`src/source/core_defs.svh`:
```
/*
 * Core configuration
 * Datapath and register file sizes, channel count, instruction store depth
 * and the bit positions of the instruction fields
 */
`ifndef CORE_DEFS_SVH
`define CORE_DEFS_SVH

// Datapath
`define DATA_WIDTH      32

// Registers per channel and channelised register file
`define REG_DEPTH       16
`define REG_ADDR_WIDTH  4
`define MAX_CHANNELS    4
`define CH_ADDR_WIDTH   2
`define FULL_ADDR_WIDTH 6
`define REG_FILE_SIZE   (`MAX_CHANNELS * `REG_DEPTH)

// Instruction store
`define STORE_DEPTH     64
`define PC_WIDTH        6
`define INSTR_WIDTH     32

// Instruction fields
`define OPCODE_MSB      31
`define OPCODE_LSB      28
`define DEST_MSB        27
`define DEST_LSB        24
`define SRC_A_MSB       23
`define SRC_A_LSB       20
`define SRC_B_MSB       19
`define SRC_B_LSB       16
`define IMM_MSB         15
`define IMM_LSB         0
`define IMM_WIDTH       16

`endif

```
`src/source/core_pkg.sv`:
```
/*
 * Core types
 * Opcode encoding and control FSM states
 */
package core_pkg;

    //////////////////////////////////////////////////////////////////////
    // Opcodes, held in the top nibble of the instruction word
    //////////////////////////////////////////////////////////////////////
    typedef enum logic [3:0] {
        OP_NOP  = 4'h0,
        OP_ADD  = 4'h1,
        OP_SUB  = 4'h2,
        OP_AND  = 4'h3,
        OP_OR   = 4'h4,
        OP_XOR  = 4'h5,
        // Shift amount from the low five bits of operand b
        OP_SHL  = 4'h6,
        // Zero-extended 16-bit immediate
        OP_LDI  = 4'h7,
        OP_STOP = 4'hF
    } opcode_t;

    //////////////////////////////////////////////////////////////////////
    // Control unit states
    //////////////////////////////////////////////////////////////////////
    typedef enum logic [1:0] {
        ST_IDLE  = 2'd0,
        ST_FETCH = 2'd1,
        ST_ISSUE = 2'd2,
        ST_DRAIN = 2'd3
    } ctrl_state_t;

endpackage

```
`src/source/alu.sv`:
```
/*
 * Integer ALU
 * Executes one opcode per cycle and registers the result with its
 * destination as writeback
 */
`timescale 1ns/10ps
`include "core_defs.svh"

module alu (
    input  logic                        clock,
    input  logic                        rst,
    input  logic                        op_valid,
    input  core_pkg::opcode_t           op,
    input  logic [`FULL_ADDR_WIDTH-1:0] dest,
    input  logic [`DATA_WIDTH-1:0]      imm,
    input  logic [`DATA_WIDTH-1:0]      operand_a,
    input  logic [`DATA_WIDTH-1:0]      operand_b,
    output logic                        wb_valid,
    output logic [`FULL_ADDR_WIDTH-1:0] wb_addr,
    output logic [`DATA_WIDTH-1:0]      wb_data
);

    import core_pkg::*;

    localparam int SHAMT_WIDTH = $clog2(`DATA_WIDTH);

    logic [`DATA_WIDTH-1:0] result;

    always_comb begin
        case (op)
            OP_ADD:  result = operand_a + operand_b;
            OP_SUB:  result = operand_a - operand_b;
            OP_AND:  result = operand_a & operand_b;
            OP_OR:   result = operand_a | operand_b;
            OP_XOR:  result = operand_a ^ operand_b;
            OP_SHL:  result = operand_a << operand_b[SHAMT_WIDTH-1:0];
            OP_LDI:  result = imm;
            default: result = '0;
        endcase
    end

    //////////////////////////////////////////////////////////////////////
    // Writeback register
    //////////////////////////////////////////////////////////////////////
    always_ff @(posedge clock) begin
        if (rst) begin
            wb_valid <= 1'b0;
        end else begin
            wb_valid <= op_valid;
        end
    end

    always_ff @(posedge clock) begin
        if (op_valid) begin
            wb_addr <= dest;
            wb_data <= result;
        end
    end

endmodule

```
`config.mk`:
```
export PLATFORM = sky130hd
export DESIGN_NAME = alu
export DESIGN_NICKNAME = d
export VERILOG_FILES = /design/src/source/core_pkg.sv /design/src/source/alu.sv
export VERILOG_INCLUDE_DIRS = /design/src /design/src/source
export SDC_FILE = /design/constraint.sdc
export NUM_CORES = 1
export LEC_CHECK = 0
export BUFFER_PORTS_ARGS = -buffer_cell sky130_fd_sc_hd__buf_2
export CAP_MARGIN = 20
export CORE_UTILIZATION = 55
export CTS_BUF_LIST = sky130_fd_sc_hd__clkbuf_8
export CTS_CLUSTER_DIAMETER = 40
export DETAILED_ROUTE_END_ITERATION = 8
export PLACE_DENSITY_LB_ADDON = 0.08
export SLEW_MARGIN = 0
export SYNTH_ARGS = -nofsm -noshare
export SYNTH_HDL_FRONTEND = slang
export SYNTH_SLANG_ARGS = --single-unit
```
`constraint.sdc`:
```
create_clock -name clock -period 15.75 [get_ports clock]
set_clock_uncertainty 0.15 [all_clocks]
set_input_delay 3.15 -clock clock [delete_from_list [all_inputs] [get_ports clock]]
set_output_delay 3.15 -clock clock [all_outputs]
set_load 0.005 [all_outputs]
```
# After elaboration in Yosys (flattened, before gate mapping)
# Index checks and enable logic that the tools add are counted.
# classes
n_addsub	2
n_mul	0
n_div	0
order_cmp	0
eq_ne	7
shifts	1
n_mux	1
bitwise	3
n_reduce_logical	0
# op_table
operator	count
case mux 32 bit (7 select lines)	1
adder 32 bit	1
AND 32 bit	1
bitwise OR 32 bit	1
<< shifter 32 x 5 -> 32 bit	1
subtractor 32 bit	1
bitwise XOR 32 bit	1
equality test 4 x 3 -> 1 bit (second input constant)	4
equality test 4 x 2 -> 1 bit (second input constant)	2
equality test 4 x 1 -> 1 bit (second input constant)	1
# word_totals
ff_bits	39
latch_bits	0
mem_bits_rw	0
rom_bits	0
out_inout_bits	39
word_cells	17
mem_count	0

# Depth between registers and ports, before layout
# Gate-level depths: netlist (run 1).
# depth
ltp_word	2
depth_mapped	20

# Worst setup path before layout (run 1)
# No wires, ideal clock.
# synth_path
kind	in2reg
from	input operand_b[0]
to	register wb_data[31] (data pin)
t_arrival_ns	6.793
required_ns	15.329
setup_slack_ns	8.536
cell_stages	19
path_buffers	3
path_cell_list	buf_4 inv_2 clkbuf_1 ha_1 nand2_1 or3_1 nor2_2 and3_1 a31oi_1 xnor2_1 ha_1 clkbuf_1 a21o_1 a21o_1 a221o_1 a31oi_1 o21ai_1 xnor2_1 o221ai_2
# synth_via
elab_chain_len	2
word_cells_on_any_way	4
# synth_rtl
element	line	text
start, declared	alu.sv:17	input logic [`DATA_WIDTH-1:0] operand_b,
subtractor 32 bit, or another cell as far along	alu.sv:32	OP_SUB: result = operand_a - operand_b;
case mux 32 bit (7 select lines) *	alu.sv:30	case (op)
net result[31]	alu.sv:27	logic [`DATA_WIDTH-1:0] result;
end signal, assigned	alu.sv:56	wb_data <= result;
end, declared	alu.sv:20	output logic [`DATA_WIDTH-1:0] wb_data
# Mark *: on every way through the listed nets, which the timed path passes. The rest lies on a longest branch.
# A chain may end at the register's enable or synchronous reset.

# Worst setup path in the final report (run 1)
# Ends and elaborated chain as after synthesis.

==> results.md, run 1 <==
- The main combinational cell family by area after synthesis is compound AO/OA/AOI/OAI gates.
- The repair_antennas step left the layout with diodes totalling 0.
- Net switching is 42.1% of the power.
- Setup repair after global routing left no endpoint under its margin.
- The first-pass GRT wire length is 37.9 mm.
- In this run the remaining antenna-violating nets after routing total 0.
- On the critical path, the stage with the largest delay is an instance of or3_1.
- For this run, the post-layout net count is 1196.
- The global placement routability congestion is 0.978.
- The kind of start point of the critical path is a primary input.
- The share of async-settable or async-resettable flops after synthesis is 0%.
- The buffers plus inverters on the worst setup path is 3.
- Clock tree synthesis selected as its root buffer the cell clkbuf_8.
- In this run the worst path has a maximum fanout of 41.
- The number of antenna violations at the first check in global routing came to 0.
- After detailed routing, the average wire length per cell comes to 21.4 um.
- The via count of the first global-routing pass is 6990.
- The setup slack after layout is 8320 ps.
- Of the total synthesized cell area, the portion taken by full adders, half adders and majority gates is 17.0%.
- Synthesis inferred 39 register bits.
- In this run the power spent charging and discharging nets is 0.000198 W.
- The simple logic cell fraction of the synthesized area is 12.6%.
- The required time reported for the critical path endpoint is 15690 ps.
- From synthesis to final layout, the design area changed by 12.4%.
- The cell count after synthesis is 883.
- In the final timing run, aggregate negative setup slack is 0 ps.
- Measured along the y axis, the die boundary spans 117 um.
- The power share of the sequential group is 27.6%.
- The share of layout cells above drive strength 1 is 21.0%.
- The sequential area share after synthesis is 16.0%.
- The final wirelength is 24.9 mm.
- The final count of hold timing violations came to 0.
- The number of buffers on the longest clock path is 2.
- The power density over the cells is 57.8 nW/um2.
- Global routing finished with a remaining overflow of 0.
- The run finished with clean final reports.
- In this run, the number of DRC markers left after iteration 0 of detailed routing was 977.
- Grouping stages by cell kind, the critical path spends the most delay in compound AO/OA/AOI/OAI gates.
- The total routing resource utilization after global routing is 36.9%.
- VDD sags by at most 0.0354 mV.
- After detailed routing, the number of remaining DRC violations is 0.
- The cts-stage hold buffer count is 0.
- The number of slew-limit violations in the final report was 0.
- The overall die width is 117 um.
- Prior to clock tree synthesis, the placed netlist has a worst setup slack of 8000 ps.
- After Yosys synthesis, XOR and XNOR cells account for 6.76% of the synthesized area.
- The number of nets handed over by synthesis was 1090.
- The critical path goes through buf_2 > buf_4 > inv_2 > ha_1 > nand2_1 > or3_1 > nor2_2 > and3_1 > a31oi_1 > xnor2_1 > ha_1 > a21o_1 > a21o_1 > a221o_1 > a31oi_1 > o21ai_1 > xnor2_1 > o221ai_2.
- The core area is 12700 um2.
- Using the TritonRoute via totals, the vias-per-cell ratio works out to 6.53.
- For the pin with the worst max-slew slack, the measured transition is 1060 ps.
- The effective utilization at floorplan is 57.0%.
- After legalization and detailed placement, the total HPWL measured 19.1 mm.
- Max-cap violations in this run came to 0.
- The count of fill cells added during filler insertion is 1231.
- Internal power comes to 0.000273 W.
- The top cell type by area accounts for 16.7% of the synthesized area.
- After synthesis, the share of cell area in mux cells is 12.2%.
- The final route contains 7586 vias.
- The number of buffers added by the clock tree synthesis step is 5.
- Per report_power, the clock group accounts for 20.5% of the total.
- The worst setup path category is primary input to register.
- Entering global routing, the biggest net connects 54 pins.
- The H-tree generated during clock tree synthesis spans 2 levels.
- The number of primary I/O pins is 148.
- Clock-pin slew was measured on the worst setup and hold paths at 110 ps.
- For this run, the number of Yosys warnings is 0.
- The number of setup buffers added after CTS is 0.
- The clock net in this run drives a total of 39 sinks.
- In this run the tool buffered the top-level ports with 147 buffer cells.
- The worst path in the final design needs a cycle of 7430 ps, including I/O delays and setup.
- The number of cell rows is 41.
- The highest attainable clock frequency is 135 MHz.
- The leakage power total is 3.71 nW.
- Measured against its own limit, the worst slew margin works out to 29.3%.
- After synthesis the cells add up to 7250 um2.
- After synthesis, the cell types taking the most area are ha_1 (17%), edfxtp_1 (16%), mux4_2 (7.5%).
- Setup violations remaining at the end of the flow were counted as 0.
- The kind of end point of the critical path is a register.
- The largest single stage delay on the critical path is 430 ps.
- The CTS tree is yes.
- The average cell area after synthesis is 8.21 um2.
- The first-pass iteration count of the detailed router is 6.
- The count of different cell masters after synthesis is 70.
- The library cell occupying the most area in the post-synthesis netlist is ha_1.
- The die area is 13600 um2.
- The share of the clock period used by the worst path after layout is 47.1%.
- The smallest hold slack is 2810 ps.
- The combinational share of power is 51.9%.
- The dominant register cell in the synthesized netlist is edfxtp_1.
- The synthesized design contains 38 enable-type register cells.
- The synthesized-area fraction occupied by ao, oa, aoi and oai cells is 28.2%.
- The data arrival time of the worst path is 7370 ps.
- The post-cts gate resize count is 0.
- The kind of path behind the tightest hold check is primary input to register.
[sequential cells by signal, summed over array words and instances (netlist names)]
register and count:
wb_valid 1, wb_addr 6, wb_data 32
[synth_stat cells (24+ instances only)]
library cell / count
nand2_1: 54
mux2i_1: 24
mux4_2: 24
xnor2_1: 43
nor2_1: 56
a21oi_1: 84
o21ai_1: 26
o21ai_0: 47
clkbuf_1: 41
inv_1: 74
edfxtp_1: 38
ha_1: 97
[per-stage QoR]
stage / total power, W / area [um2] / utilization (%) / std cells
after global routing: 0.000498 / 8150 / 64.1 / 1162
after CTS: 0.000468 / 8150 / 64.1 / 1162
after detailed placement: 0.000372 / 8040 / 63.2 / 1154
final: 0.000471 / 8150 / 64.1 / 1162
after floorplan: 0.000290 / 7250 / - / 883
after global placement: 0.000370 / 8040 / 63.2 / 1154
[layer usage]
layer,vias to the layer above,wire length [um],global-route usage [%]
met4,0,801,13.2
met2,391,12200,63.8
met3,72,2000,5.87
li1,3533,-,-
met5,-,0,0
met1,3590,9930,46.7
[cells in the final DEF, fill, tap and decap left out, types with 6 or more instances in the layout]
master,count
nand2b_1,10
nor3_1,9
nand2_1,54
inv_1,74
a211oi_1,13
nor2_1,55
o21ai_0,47
mux4_2,24
edfxtp_1,38
or3_1,8
nand3_1,15
o22ai_1,19
buf_2,147
o31ai_1,7
o211ai_1,6
o21ai_1,26
xor2_1,13
mux2i_1,24
a21oi_1,84
buf_4,9
a22oi_1,17
ha_1,97
o221ai_1,7
xnor2_1,43
a31oi_1,15
a21o_1,23
a222oi_1,17
[path summary, 6_finish.rpt]
path	to	slack [ps]	cells past startpoint	startpoint
min	wb_valid$_SDFF_PP0_	2810	2	rst
max	wb_data[31]$_DFFE_PP_	8320	18	operand_b[0]
[cell type report]
cell class	instances	area, um2	area share (%)
multi-input combinational	711	5570	68.4
sequential	39	1160	14.2
timing repair buffer	156	803	9.85
inverter	76	285	3.50
tap	172	215	2.64
clock buffer	5	68.8	0.844
clock inverter	3	43.8	0.537
[logic make-up after synthesis]
| kind of cell | count (synthesis) |
|---|---|
| XOR/XNOR | 56 |
| flip-flops | 39 |
| buffers and inverters | 133 |
| AND/OR/NAND/NOR | 184 |
| AO/OA/AOI/OAI | 316 |
| adder cells (fa/ha/maj) | 98 |
| multiplexers | 57 |
[power by group through the flow]
stage	clock network, W	logic [W]	registers [W]
2_1_floorplan	0	0.000157	0.000134
3_3_place_gp	0	0.000238	0.000132
3_5_place_dp	0	0.000239	0.000132
4_1_cts	0.0000975	0.000241	0.000130
5_1_grt	0.0000996	0.000268	0.000131
6_report	0.0000968	0.000245	0.000130
Note: power is estimated with default switching activity, not from simulation.
==> run 2: changes to the inputs <==
CORE_UTILIZATION = 53   (was 55)
clock period = 6.5 ns   (was 15.75 ns; I/O delays follow)
==> results.md, run 2 (synthesis gave the netlist of run 1 again) <==
- The post-cts gate resize count is 0 (unchanged).
- The total clock sinks came to 39 (unchanged).
- The half-perimeter wire length after placement came to 18.9 mm (-0.91%).
- The total setup violations reported at the end of the flow came to 0 (unchanged).
- The number of buffers on the longest clock path is 2 (unchanged).
- The required time reported for the critical path endpoint was 6440 ps (-9250 ps).
- The net switching component of the power is 0.000487 W (+150%).
- The final standard cell area without fillers is 8150 um2 (about the same).
- The total placed instance area is 8050 um2 (+0.17%).
- The maximum fanout count along the critical path is 29 (-29%).
- The power share of the sequential group is 28.3% (+0.7 points).
- The quantity of I/O buffers inserted on ports was 147 (unchanged).
- The leakage power total is 3.70 nW (-0.26%).
- The worst setup path is captured at a register.
- The leading cell type in the layout, fill and taps excluded is buf_2.
- The clock transition at the registers of the reported paths was 100 ps (about the same).
- The number of antenna violations at the first check in global routing is 0 (unchanged).
- wb_data holds more flip-flops than any other register.
- The share of layout cells above drive strength 1 is 21.2% (+0.16 points).
- The number of primary I/O pins is 148 (unchanged).
- The shortest clock period the worst path allows after layout is 5230 ps.
- The worst ir drop on vdd is 0.0961 mV (+170%).
- The buffers plus inverters on the worst setup path is 1 (-2).
- The area occupied by multi-input gates is 5570 um2 (-0.11%).
- The relative max-transition margin is 33.5% (+4.1 points).
- Traced cell by cell, the critical path runs through buf_2 > or3_4 > or3_1 > nor2_2 > and3_1 > a31oi_1 > xnor2_1 > ha_1 > a21o_1 > a21o_1 > a221o_1 > a31oi_1 > o21ai_1 > xnor2_1 > o221ai_2.
- The count of inserted antenna diode cells came to 0 (unchanged).
- The internal power summed over all cells came to 0.000624 W (+130%).
- The largest individual stage delay along the critical path comes from the cell or3_4.
- The number of levels the H-tree was split into is 2 (unchanged).
- The detailed router's first-iteration violation count is 694 (-29%).
- The run finished with clean final reports.
- The first-pass iteration count of the detailed router was 5 (-1).
- The combinational share of power is 53.3% (+1.4 points).
- The area added between synthesis and finish was 12.3% (about the same).
- The cts-stage hold buffer count is 0 (unchanged).
- The per-cell via count in the routed design is 6.38 (-2.2%).
- The number of setup buffers added after CTS is 0 (unchanged).
- The number of flip-flops under the largest register name was 32 (unchanged).
- The largest stage delay on the critical path is 470 ps (+40 ps).
- The first-pass GRT wire length came to 38.4 mm (+1.3%).
- The cell sitting at the root of the clock tree is a clkbuf_8.
- For this run, the top clock speed supported by timing is 191 MHz.
- TritonCTS built the clock tree.
- The count of fill cells added during filler insertion is 1255 (+1.9%).
- The effective utilization at floorplan is 54.5% (-2.5 points).
- The largest registers in the layout are wb_data x32, wb_addr x6, wb_valid x1.
- The maximum number of pins on one net before global-route repair came to 52 (-3.7%).
- The slew of the pin with the lowest slew margin is 998 ps (-62.0 ps).
- The number of cell rows came to 42 (+2.4%).
- The count of cells along the worst hold path is 2 (unchanged).
- The data arrival time of the worst path is 5160 ps (-2210 ps).
- The kind of start point of the critical path is a primary input.
- The final layout net count is 1198 (+0.17%).
- The final count of hold timing violations is 0 (unchanged).
- The worst setup path category is primary input to register.
- Dividing the final minimum period by the clock period gives 80.4%.
- The number of vias after detailed routing came to 7456 (-1.7%).
- The power density over the cells came to 136 nW/um2 (+140%).
- The final sum of negative setup slack is 0 ps (unchanged).
- The min-delay analysis places its worst path in the category primary input to register.
- The routed wirelength normalized by instance count is 21.4 um (+0.11%).
- The number of slew-limit violations in the final report is 0 (unchanged).
- The remaining antenna violation count after routing was 0 (unchanged).
- The final wirelength is 25.1 mm (+0.63%).
- The critical path depth came to 15 (-3).
- The overflow left after global routing is 0 (unchanged).
- The die area came to 14200 um2 (+3.7%).
- The number of buffers added by the clock tree synthesis step is 5 (unchanged).
- The proportion of power drawn by the clock network is 18.3% (-2.2 points).
- The via count of the first global-routing pass is 7041 (+0.73%).
- The core area is 13300 um2 (+4.5%).
- The share of total power consumed by net switching was 43.8% (+1.8 points).
- The number of remaining DRC errors is 0 (unchanged).
- The total routing resource utilization after global routing was 35.1% (-1.9 points).
- The library cells used most frequently in the layout, excluding fill and tap cells, are buf_2 (147), ha_1 (97), a21oi_1 (84), inv_1 (74), nor2_1 (55).
- Setup repair after global routing left no endpoint under its margin.
- The chip height is 119 um (+1.8%).
- The global placement routability congestion was 0.977 (about the same).
- The sequential cell area in the final layout came to 1160 um2 (unchanged).
- The critical path's top delay family is compound AO/OA/AOI/OAI gates.
- The overall die width was 119 um (+1.8%).
- The number of max-capacitance violations reported is 0 (unchanged).
-- run 2: cell types whose count changed in the layout (fill, tap and decap cells not counted) --
cell,previous run,this run
bufinv_16,1,0
buf_4,9,11
nor3_2,1,2
inv_6,0,1
clkinv_2,1,0
clkinv_4,1,0
nor3_4,1,0
clkinvlp_4,0,2
-- run 2: final cells by class --
class / instances / share of cell area [%]
Multi-Input combinational cell: 711 / 68.4
Sequential cell: 39 / 14.3
Timing Repair Buffer: 158 / 10.0
Inverter: 76 / 3.50
Tap cell: 176 / 2.70
Clock buffer: 5 / 0.845
Clock inverter: 3 / 0.292
-- run 2: worst paths after layout --
check / startpoint / to / slack, ps
hold / removal: rst / wb_valid$_SDFF_PP0_ / 960
setup / recovery: operand_b[4] / wb_data[31]$_DFFE_PP_ / 1270
-- run 2: per-layer routing --
metal  up-vias  track usage, %  share of wire (%)
li1       3540               -                  -
met1      3545            45.0                 43
met2       321            60.1                 48
met3        50            5.41                6.0
met4         0            11.6                2.6
met5         -               0                  0
-- run 2: stage by stage --
stage / utilization (%) / hold WS [ps] / power, W / setup WS (ps) / std cells
after floorplan: - / 1220 / 0.000703 / 1140 / 883
after global placement: 60.6 / 1300 / 0.000898 / 992 / 1160
after detailed placement: 60.6 / 1310 / 0.000900 / 951 / 1160
after CTS: 61.3 / 942 / 0.00111 / 1300 / 1168
after global routing: 61.3 / 948 / 0.00117 / 1110 / 1168
final: 61.3 / 957 / 0.00111 / 1270 / 1168
-- run 2: power by group through the flow --
stage | Sequential, W | Clock (W) | Combinational [W]
floorplan | 0.000324 | 0 | 0.000379
global placement | 0.000320 | 0 | 0.000578
detailed placement | 0.000320 | 0 | 0.000580
CTS | 0.000315 | 0.000209 | 0.000582
global route | 0.000317 | 0.000214 | 0.000642
finish | 0.000315 | 0.000204 | 0.000592
